## config.mk

```make
export PLATFORM = sky130hd
export DESIGN_NAME = pktgen_top
export DESIGN_NICKNAME = d
export VERILOG_FILES = /design/src/hdl/pktgen_pkg.sv /design/src/hdl/gen_if.sv /design/src/hdl/pktgen_csr.sv /design/src/hdl/header_builder.sv /design/src/hdl/payload_source.sv /design/src/hdl/frame_sequencer.sv /design/src/hdl/pktgen_top.sv
export VERILOG_INCLUDE_DIRS = /design/src /design/src/hdl
export SDC_FILE = /design/constraint.sdc
export NUM_CORES = 1
export LEC_CHECK = 0
export BUFFER_PORTS_ARGS = -buffer_cell sky130_fd_sc_hd__buf_2
export CORE_MARGIN = 8
export CORE_UTILIZATION = 62
export CTS_BUF_LIST = sky130_fd_sc_hd__clkbuf_2 sky130_fd_sc_hd__clkbuf_4 sky130_fd_sc_hd__clkbuf_8
export DETAILED_ROUTE_END_ITERATION = 12
export GPL_TIMING_DRIVEN = 0
export PLACE_DENSITY = 0.81
export SKIP_CTS_REPAIR_TIMING = 1
export SKIP_LAST_GASP = 1
export SLEW_MARGIN = 15
export SYNTH_ARGS = -nofsm -noshare
export SYNTH_HDL_FRONTEND = slang
export SYNTH_SLANG_ARGS = --single-unit
```

## constraint.sdc

```tcl
create_clock -name clk -period 13.6 [get_ports clk]
set_input_delay 1.36 -clock clk [delete_from_list [all_inputs] [get_ports clk]]
set_output_delay 1.36 -clock clk [all_outputs]
set_load 0.05 [all_outputs]
```

## src/hdl/pktgen_defines.svh

```systemverilog
// widths, frame limits, reset seeds and pattern constants; include wherever they are used
`ifndef PKTGEN_DEFINES_SVH
`define PKTGEN_DEFINES_SVH

// ----------------------------------------------------------------------
// bus widths
// ----------------------------------------------------------------------
`define PKTGEN_DATA_W      64          // stream width
`define PKTGEN_ADDR_W      8           // register address width, in words
`define PKTGEN_LEN_W       14          // frame length register width

// frame length limits, in bytes
`define PKTGEN_MIN_FRAME   24          // shorter frames carry no payload
`define PKTGEN_MAX_FRAME   9600        // jumbo limit
`define PKTGEN_OVERHEAD    18          // 14 header bytes + 4 fcs bytes

// payload generator
`define PKTGEN_PRBS_W      23          // one prbs23 lane
`define PKTGEN_SEED0_RST   32'h5EED0000
`define PKTGEN_SEED1_RST   32'h5EED0001
`define PKTGEN_SEED2_RST   5'h0D       // non zero so prbs runs with no seed written
`define PKTGEN_INC_FIRST   64'h0001020304050607
`define PKTGEN_INC_STEP    64'h0808080808080808

`endif

```

## src/hdl/pktgen_pkg.sv

```systemverilog
// shared enums of the packet generator; modules import it inside their body
`default_nettype none

`include "pktgen_defines.svh"

package pktgen_pkg;

   // register map, word addresses
   typedef enum logic [`PKTGEN_ADDR_W-1:0] {
      ADDR_NUMPKTS       = 8'd0,
      ADDR_RANDOMPAYLOAD = 8'd2,    // 0 incrementing, 1 prbs
      ADDR_START         = 8'd3,    // self clearing
      ADDR_STOP          = 8'd4,
      ADDR_MACSA0        = 8'd5,    // sa[31:0]
      ADDR_MACSA1        = 8'd6,    // sa[47:32]
      ADDR_MACDA0        = 8'd7,
      ADDR_MACDA1        = 8'd8,
      ADDR_TXPKTCNT      = 8'd9,    // read only
      ADDR_RNDSEED0      = 8'd10,
      ADDR_RNDSEED1      = 8'd11,
      ADDR_RNDSEED2      = 8'd12,   // seed[68:64]
      ADDR_PKTLENGTH     = 8'd13
   } csr_addr_e;

   // frame sequencer states
   typedef enum logic [2:0] {
      ST_IDLE,                      // waiting for start
      ST_NEXT,                      // end of run check before each packet
      ST_HDR0,                      // da + sa[47:32]
      ST_HDR1,                      // sa[31:0] + length + seq
      ST_PAYLOAD
   } seq_state_e;

endpackage

`default_nettype wire

```

## src/hdl/gen_if.sv

```systemverilog
// links the frame sequencer to the header builder and the payload source; one instance in the top
`default_nettype none

`include "pktgen_defines.svh"

interface gen_if;

   logic                      run_start;   // pulse, run begins
   logic                      new_pkt;     // pulse, next packet about to start
   logic                      hdr_beat_1;  // pick header word 1
   logic                      advance;     // pulse, payload word consumed
   logic [`PKTGEN_LEN_W-1:0]  pay_len;     // payload bytes, valid after new_pkt
   logic [`PKTGEN_DATA_W-1:0] hdr_word;
   logic [`PKTGEN_DATA_W-1:0] pay_word;    // valid after new_pkt or advance

   modport seq (output run_start, new_pkt, hdr_beat_1, advance,
                input  pay_len, hdr_word, pay_word);
   modport hdr (input  run_start, new_pkt, hdr_beat_1,
                output pay_len, hdr_word);
   modport pay (input  run_start, new_pkt, advance,
                output pay_word);

endinterface

`default_nettype wire

```

## src/hdl/pktgen_csr.sv

```systemverilog
// register file of the generator: settings, start pulse, stop level and readback
`default_nettype none

`include "pktgen_defines.svh"

module pktgen_csr (
   input  logic                     clk,
   input  logic                     reset,
   input  logic [`PKTGEN_ADDR_W-1:0] address,
   input  logic                     write,
   input  logic                     read,
   input  logic [31:0]              writedata,
   output logic [31:0]              readdata,
   input  logic [31:0]              tx_pkt_count,   // from the sequencer
   output logic                     start,          // one cycle pulse
   output logic                     stop,
   output logic [31:0]              number_packet,
   output logic                     random_payload,
   output logic [`PKTGEN_LEN_W-1:0] pkt_length,
   output logic [47:0]              mac_da,
   output logic [47:0]              mac_sa,
   output logic [68:0]              prbs_seed
);
   import pktgen_pkg::*;

   logic        start_reg;   // self clearing
   logic        start_d;
   logic [31:0] mac_sa_lo, mac_da_lo;
   logic [15:0] mac_sa_hi, mac_da_hi;
   logic [31:0] seed0, seed1;
   logic [4:0]  seed2;

   // ----------------------------------------------------------------------
   // write side
   // ----------------------------------------------------------------------
   always_ff @(posedge clk or posedge reset) begin
      if (reset) begin
         number_packet  <= '0;
         random_payload <= 1'b0;
         start_reg      <= 1'b0;
         stop           <= 1'b0;
         pkt_length     <= '0;
         mac_sa_lo      <= '0;
         mac_sa_hi      <= '0;
         mac_da_lo      <= '0;
         mac_da_hi      <= '0;
         seed0          <= `PKTGEN_SEED0_RST;
         seed1          <= `PKTGEN_SEED1_RST;
         seed2          <= `PKTGEN_SEED2_RST;
      end else begin
         start_reg <= 1'b0;                                 // clears itself
         if (write) begin
            case (csr_addr_e'(address))
               ADDR_NUMPKTS:       number_packet  <= writedata;
               ADDR_RANDOMPAYLOAD: random_payload <= writedata[0];
               ADDR_START:         start_reg      <= writedata[0];
               ADDR_STOP:          stop           <= writedata[0];
               ADDR_MACSA0:        mac_sa_lo      <= writedata;
               ADDR_MACSA1:        mac_sa_hi      <= writedata[15:0];
               ADDR_MACDA0:        mac_da_lo      <= writedata;
               ADDR_MACDA1:        mac_da_hi      <= writedata[15:0];
               ADDR_RNDSEED0:      seed0          <= writedata;
               ADDR_RNDSEED1:      seed1          <= writedata;
               ADDR_RNDSEED2:      seed2          <= writedata[4:0];
               ADDR_PKTLENGTH:     pkt_length     <= writedata[`PKTGEN_LEN_W-1:0];
               default: ;                                   // read only or unmapped
            endcase
         end
      end
   end

   // edge detect, a held start bit still gives one pulse
   always_ff @(posedge clk or posedge reset) begin
      if (reset) start_d <= 1'b0;
      else       start_d <= start_reg;
   end

   assign start     = start_reg & ~start_d;
   assign mac_sa    = {mac_sa_hi, mac_sa_lo};
   assign mac_da    = {mac_da_hi, mac_da_lo};
   assign prbs_seed = {seed2, seed1, seed0};

   // ----------------------------------------------------------------------
   // readback, valid the cycle after read
   // ----------------------------------------------------------------------
   always_ff @(posedge clk or posedge reset) begin
      if (reset) begin
         readdata <= '0;
      end else if (read) begin
         case (csr_addr_e'(address))
            ADDR_NUMPKTS:       readdata <= number_packet;
            ADDR_RANDOMPAYLOAD: readdata <= {31'b0, random_payload};
            ADDR_START:         readdata <= {31'b0, start_reg};
            ADDR_STOP:          readdata <= {31'b0, stop};
            ADDR_MACSA0:        readdata <= mac_sa_lo;
            ADDR_MACSA1:        readdata <= {16'b0, mac_sa_hi};
            ADDR_MACDA0:        readdata <= mac_da_lo;
            ADDR_MACDA1:        readdata <= {16'b0, mac_da_hi};
            ADDR_TXPKTCNT:      readdata <= tx_pkt_count;
            ADDR_RNDSEED0:      readdata <= seed0;
            ADDR_RNDSEED1:      readdata <= seed1;
            ADDR_RNDSEED2:      readdata <= {27'b0, seed2};
            ADDR_PKTLENGTH:     readdata <= {{(32-`PKTGEN_LEN_W){1'b0}}, pkt_length};
            default:            readdata <= '0;
         endcase
      end
   end

   // a run can only be kicked off once per write
   a_start_single: assert property (@(posedge clk) disable iff (reset) start |=> !start);

endmodule

`default_nettype wire

```

## src/hdl/header_builder.sv

```systemverilog
// forms the two ethernet header words and keeps payload length and sequence number per packet
`default_nettype none

`include "pktgen_defines.svh"

module header_builder (
   input  logic                     clk,
   input  logic                     reset,
   input  logic [`PKTGEN_LEN_W-1:0] pkt_length,
   input  logic [47:0]              mac_da,
   input  logic [47:0]              mac_sa,
   gen_if.hdr                       gen
);
   import pktgen_pkg::*;

   logic [`PKTGEN_LEN_W-1:0]  len_calc;
   logic [15:0]               seq_num;
   logic                      pkt_sent;     // a packet went out since run_start
   seq_state_e                beat_sel;
   logic [`PKTGEN_DATA_W-1:0] word0, word1;

   // payload length from the programmed frame length
   always_comb begin
      if (pkt_length < `PKTGEN_LEN_W'(`PKTGEN_MIN_FRAME))
         len_calc = '0;                                     // too short, header only
      else if (pkt_length > `PKTGEN_LEN_W'(`PKTGEN_MAX_FRAME))
         len_calc = `PKTGEN_LEN_W'(`PKTGEN_MAX_FRAME - `PKTGEN_OVERHEAD);
      else
         len_calc = pkt_length - `PKTGEN_LEN_W'(`PKTGEN_OVERHEAD);
   end

   always_ff @(posedge clk or posedge reset) begin
      if (reset) begin
         gen.pay_len <= '0;
         seq_num     <= '0;
         pkt_sent    <= 1'b0;
      end else if (gen.run_start) begin
         seq_num  <= '0;
         pkt_sent <= 1'b0;
      end else if (gen.new_pkt) begin
         gen.pay_len <= len_calc;
         pkt_sent    <= 1'b1;
         if (pkt_sent) seq_num <= seq_num + 16'd1;         // previous frame is done
      end
   end

   assign word0 = {mac_da, mac_sa[47:32]};
   assign word1 = {mac_sa[31:0], 16'(gen.pay_len) + 16'd6, seq_num};   // length field is L + 6

   assign beat_sel = gen.hdr_beat_1 ? ST_HDR1 : ST_HDR0;

   always_comb begin
      case (beat_sel)
         ST_HDR1: gen.hdr_word = word1;
         default: gen.hdr_word = word0;
      endcase
   end

endmodule

`default_nettype wire

```

## src/hdl/payload_source.sv

```systemverilog
// payload word generator, incrementing byte pattern or three prbs23 lanes
`default_nettype none

`include "pktgen_defines.svh"

module payload_source (
   input  logic        clk,
   input  logic        reset,
   input  logic        random_payload,   // 1 selects prbs
   input  logic [68:0] prbs_seed,
   gen_if.pay          gen
);

   logic [`PKTGEN_PRBS_W-1:0] lane0, lane1, lane2;
   logic [`PKTGEN_DATA_W-1:0] inc_word;

   // ----------------------------------------------------------------------
   // prbs23, g(x) = x^23 + x^18 + 1, advanced 23 bits per word
   // ----------------------------------------------------------------------
   function automatic logic [`PKTGEN_PRBS_W-1:0] prbs_step(
      input logic [`PKTGEN_PRBS_W-1:0] lane
   );
      logic [`PKTGEN_PRBS_W-1:0] s;
      s = lane;
      for (int i = 0; i < `PKTGEN_PRBS_W; i++) begin
         s = {s[18] ^ s[0], s[`PKTGEN_PRBS_W-1:1]};       // lsb goes out first
      end
      return s;
   endfunction

   // lanes run on across packets, reloaded only at run start
   always_ff @(posedge clk) begin
      if (gen.run_start) begin
         lane0 <= prbs_seed[22:0];
         lane1 <= prbs_seed[45:23];
         lane2 <= prbs_seed[68:46];
      end else if (gen.advance) begin
         lane0 <= prbs_step(lane0);
         lane1 <= prbs_step(lane1);
         lane2 <= prbs_step(lane2);
      end
   end

   // incrementing pattern restarts every packet
   always_ff @(posedge clk) begin
      if (gen.new_pkt)
         inc_word <= `PKTGEN_INC_FIRST;
      else if (gen.advance)
         inc_word <= inc_word + `PKTGEN_INC_STEP;        // bytes step by 8
   end

   // low 64 bits of {lane2, lane1, lane0}
   assign gen.pay_word = random_payload ? {lane2[17:0], lane1, lane0} : inc_word;

   // the sequencer must never consume a word while the lanes reload
   a_no_adv_on_load: assert property (@(posedge clk) disable iff (reset)
      !(gen.advance && gen.run_start));

endmodule

`default_nettype wire

```

## src/hdl/frame_sequencer.sv

```systemverilog
// run and packet fsm, merges header and payload words into the registered avalon-st output
`default_nettype none

`include "pktgen_defines.svh"

module frame_sequencer (
   input  logic                      clk,
   input  logic                      reset,
   input  logic                      start,
   input  logic                      stop,
   input  logic [31:0]               number_packet,
   output logic [31:0]               tx_pkt_count,
   gen_if.seq                        gen,
   input  logic                      tx_ready,
   output logic [`PKTGEN_DATA_W-1:0] tx_data,
   output logic                      tx_valid,
   output logic                      tx_sop,
   output logic                      tx_eop,
   output logic [2:0]                tx_empty
);
   import pktgen_pkg::*;

   seq_state_e                state, state_nxt;
   logic [`PKTGEN_LEN_W-1:0]  beats_left;   // payload beats still to load
   logic                      slot_free;    // output register free at this edge
   logic                      beat_ld;
   logic                      beat_sop, beat_eop;
   logic [2:0]                beat_empty;
   logic [`PKTGEN_DATA_W-1:0] beat_data;

   assign slot_free = ~tx_valid | tx_ready;

   // ----------------------------------------------------------------------
   // next state and next beat
   // ----------------------------------------------------------------------
   always_comb begin
      state_nxt      = state;
      gen.run_start  = 1'b0;
      gen.new_pkt    = 1'b0;
      gen.advance    = 1'b0;
      gen.hdr_beat_1 = (state == ST_HDR1);
      beat_ld        = 1'b0;
      beat_sop       = 1'b0;
      beat_eop       = 1'b0;
      beat_empty     = 3'd0;
      beat_data      = gen.hdr_word;
      case (state)
         ST_IDLE: if (start) begin
            gen.run_start = 1'b1;                       // clear count, seq, load lanes
            state_nxt     = ST_NEXT;
         end
         ST_NEXT: begin
            if (tx_pkt_count == number_packet || stop) begin
               state_nxt = ST_IDLE;                     // run over, nothing partial
            end else begin
               gen.new_pkt = 1'b1;
               state_nxt   = ST_HDR0;
            end
         end
         ST_HDR0: if (slot_free) begin
            beat_ld   = 1'b1;
            beat_sop  = 1'b1;
            state_nxt = ST_HDR1;
         end
         ST_HDR1: if (slot_free) begin
            beat_ld   = 1'b1;
            beat_eop  = (gen.pay_len == '0);            // header only frame
            state_nxt = beat_eop ? ST_NEXT : ST_PAYLOAD;
         end
         ST_PAYLOAD: if (slot_free) begin
            beat_ld     = 1'b1;
            beat_data   = gen.pay_word;
            gen.advance = 1'b1;
            if (beats_left == `PKTGEN_LEN_W'(1)) begin
               beat_eop   = 1'b1;
               beat_empty = 3'd0 - gen.pay_len[2:0];    // (8 - L mod 8) mod 8
               state_nxt  = ST_NEXT;
            end
         end
         default: state_nxt = ST_IDLE;
      endcase
   end

   always_ff @(posedge clk or posedge reset) begin
      if (reset) begin
         state        <= ST_IDLE;
         beats_left   <= '0;
         tx_valid     <= 1'b0;
         tx_sop       <= 1'b0;
         tx_eop       <= 1'b0;
         tx_empty     <= 3'd0;
         tx_pkt_count <= '0;
      end else begin
         state <= state_nxt;
         if (state == ST_HDR1)
            beats_left <= (gen.pay_len + `PKTGEN_LEN_W'(7)) >> 3;   // ceil(L/8)
         else if (gen.advance)
            beats_left <= beats_left - `PKTGEN_LEN_W'(1);
         if (slot_free) begin                           // else hold for the sink
            tx_valid <= beat_ld;
            tx_sop   <= beat_sop;
            tx_eop   <= beat_eop;
            tx_empty <= beat_empty;
         end
         if (gen.run_start)
            tx_pkt_count <= '0;
         else if (tx_valid && tx_ready && tx_sop)
            tx_pkt_count <= tx_pkt_count + 32'd1;      // counted on beat 0
      end
   end

   always_ff @(posedge clk) begin
      if (slot_free && beat_ld) tx_data <= beat_data;
   end

   // avalon-st rule, a stalled beat must not change
   a_tx_hold: assert property (@(posedge clk) disable iff (reset)
      tx_valid && !tx_ready |=> tx_valid && $stable(tx_data) && $stable(tx_sop)
                                && $stable(tx_eop) && $stable(tx_empty));

endmodule

`default_nettype wire

```

## src/hdl/pktgen_top.sv

```systemverilog
// top of the ethernet test frame generator, register port in and avalon-st stream out
`default_nettype none

`include "pktgen_defines.svh"

module pktgen_top (
   input  logic                      clk,
   input  logic                      reset,
   input  logic [`PKTGEN_ADDR_W-1:0] address,
   input  logic                      write,
   input  logic                      read,
   input  logic [31:0]               writedata,
   output logic [31:0]               readdata,
   input  logic                      tx_ready,
   output logic [`PKTGEN_DATA_W-1:0] tx_data,
   output logic                      tx_valid,
   output logic                      tx_sop,
   output logic                      tx_eop,
   output logic [2:0]                tx_empty
);

   logic                     start, stop, random_payload;
   logic [31:0]              number_packet, tx_pkt_count;
   logic [`PKTGEN_LEN_W-1:0] pkt_length;
   logic [47:0]              mac_da, mac_sa;
   logic [68:0]              prbs_seed;

   gen_if gen_bus ();

   pktgen_csr i_pktgen_csr (
      .clk, .reset, .address, .write, .read, .writedata, .readdata,
      .tx_pkt_count, .start, .stop, .number_packet, .random_payload,
      .pkt_length, .mac_da, .mac_sa, .prbs_seed
   );

   header_builder i_header_builder (
      .clk, .reset, .pkt_length, .mac_da, .mac_sa,
      .gen (gen_bus.hdr)
   );

   payload_source i_payload_source (
      .clk, .reset, .random_payload, .prbs_seed,
      .gen (gen_bus.pay)
   );

   frame_sequencer i_frame_sequencer (
      .clk, .reset, .start, .stop, .number_packet, .tx_pkt_count,
      .gen (gen_bus.seq),
      .tx_ready, .tx_data, .tx_valid, .tx_sop, .tx_eop, .tx_empty
   );

endmodule

`default_nettype wire

```

==> metrics.cfg <==
[logic_synthesis]
yosys.area.top_type=dfrtp_1
ys.warnings.count=0
yosysMostFrequentCell=dfrtp_1
ys_top_cells_by_count=307 x dfrtp_1, 264 x nor2_1, 219 x nand2_1
synth.avg_cell_area_sq_um=10.8
ys_async_sr_fraction=0.632
yosysSeqAreaShare=0.512
synth_enable_flop_cells=133
synth_area_sq_um=26500
synthFlopType=dfrtp_1
synthCells=2458
ys_types=83
synth_top_area_frac=0.290
ys_ff_latch=527
synth_fp_nets=2513
ys_top_cells_by_area=dfrtp_1 29%, edfxtp_1 15%, mux2_2 8.1%

[clock_tree]
clockBufferDepth=3
ctsRootBufferMaster=clkbuf_8
cts_tree=built
cts_max_level=3
clk_latency_ns=0.69
cts_buffers=87
cts.sinks=527
clk_pin_slew_worst_paths_ns=0.07

[floorplan]
coreArea_sq_um=42000
initial_core_util=0.631
die-area_sq_um=49600
die_w_um=223
rows=75
die_h_um=223
ioPinCount=147

[critical_path]
cp-end-kind=flop
r2r_cells=6
worstPathArrival_ns=4.23
reg2reg_to=i_payload_source.lane1[9]
crit_fanout=46
crit_path_start_kind=input pin
reg2reg_slack_ns=10.12
worst-setup-path-type=input pin to flop
required_ns=14.03
r2r_start=i_pktgen_csr.start_d

[global_routing]
grt_pass1_wl_um=143000
antenna_found_initial=2
grt_util_all_layers=0.390
grt_pass1_vias=21500
grt_start_max_net_pins=107
overflow=0

[sta]
setup_viol=0
max_freq_mhz=263
rsz0062_at_grt=no
tightestPinTransition_ns=1.03
skew_ns=0.0216
post-route-period-util=0.280
fin_ws_ns=9.79
period_needed_ns=3.81
drv_slew=0
tns_ns=0
hold_slack_ns=0.420
finalHoldViolations=0
relSlewSlack=0.310

[finish]
layout.area.seq_sq_um=13600
fin_cells=3307
fill_cells=3193
nNetsFinal=2752
drive_gt1_frac=0.226
top_regs=i_frame_sequencer.tx_data (64), i_payload_source.inc_word (61)
largest_reg_flops=64
area_delta_synth_final_pct=13.1
diodes=0
top_register=i_frame_sequencer.tx_data
fin_area_sq_um=30000
multi_input_area_sq_um=12000

[flow_run]
drv_cap=0

[run_status]
status=finished clean

[min_path]
hold_class=flop to flop
hold_start=i_pktgen_csr.start_reg
whs_path_depth=0
hold_end=i_pktgen_csr.start_d

[detailed_routing]
dr.first_iter.drc_count=3278
drtAntennaViolNets=0
wl_per_cell_um=29.9
wl_um=99000
avgViaCountPerCell=6.72
vias=22200
dr.pass1.iters=8
remaining_drc_errors=0

[power_and_ir_drop]
peakVddDrop_mv=0.0976
power.leakage_nw=13.0
power_per_cell_area_nw_per_um2=176

[placement]
place_hpwl_um=75400
io_buffer_count=144
placedCellCount=3147
place_ws_ns=9.18
dpl-instance-area_sq_um=28100
gp_congestion=1.04

[power by group]
group	switching (mW)	total, mW	internal, mW
Combinational	0.868	1.40	0.535
Sequential	0.308	2.34	2.03
Clock	0.675	1.53	0.853
Total	1.85	5.27	3.42
[how the worst max path moves through the flow]
stage,startpoint,endpoint
2_1_floorplan,reset,i_frame_sequencer.beats_left[0]
3_3_place_gp,reset,i_pktgen_csr.mac_sa_lo[23]
3_5_place_dp,tx_ready,i_payload_source.lane2[11]
4_1_cts,tx_ready,i_payload_source.lane1[15]
5_1_grt,tx_ready,i_payload_source.lane2[3]
6_report,tx_ready,i_payload_source.lane2[6]
[layout make-up]
type,count,area share
Clock buffer,130,0.0534
Buffer,155,0.0233
Sequential cell,527,0.453
Tap cell,539,0.0225
Timing Repair Buffer,150,0.0290
Multi-Input combinational cell,1714,0.401
Inverter,62,0.00801
Clock inverter,30,0.00968
[placed cells by master, fill, tap and decap left out, drive strengths merged, types with 8 or more instances in the layout]
master and n:
o22ai 47, dfxtp 61, buf 221, nand4 43, nor3b 8, mux2 242, dfrtp 307, xor2 115
nand2b 18, ha 10, a222oi 9, nor4 19, or3 14, a221oi 38, xnor2 110, a221o 32
o21ai 89, or4 8, a31oi 8, inv 65, clkinv 20, nor2 267, clkbuf 214, mux2i 74
nor3 24, a22oi 28, a21oi 70, and4 8, edfxtp 133, and2 17, nand3 73, dfstp 26
o221a 12, o211ai 15, and3 25, nand2 223
[routing by layer]
layer  vias up  wire [um]  track usage
met5         -         13            0
met3       369      11800        0.112
met2      1527      42600        0.573
met4         2       6630        0.222
li1       9376          -            -
met1     10900      37900        0.514
[per-stage QoR]
| step | total power [mW] | utilization |
|---|---|---|
| finish | 5.27 | 0.713 |
| global route | 5.46 | 0.713 |
| CTS | 5.22 | 0.713 |
| detailed placement | 3.68 | 0.668 |
| global placement | 3.63 | 0.664 |
| floorplan | 3.25 | - |
[critical path: stages]
cell	delay [ns]
buf_2	0.12
nand2b_1	0.13
clkbuf_1	0.28
nand2_1	0.23
buf_2	0.27
buf_1	0.60
clkbuf_1	0.52
nand2_4	0.37
buf_12	0.32
[cells by family (layout without fill, tap and decap cells)]
family / after synthesis / count (layout) / synth area share
and+or+nand+nor: 768 / 768 / 0.136
DFF: 527 / 527 / 0.512
AOI/OAI and AO/OA: 394 / 394 / 0.105
muxes: 317 / 317 / 0.133
xor gates and xnor gates: 225 / 225 / 0.0743
buffers and inverters: 217 / 527 / 0.0351
adders and majority gates: 10 / 10 / 0.00472
Power figures use the tool's default switching activity.
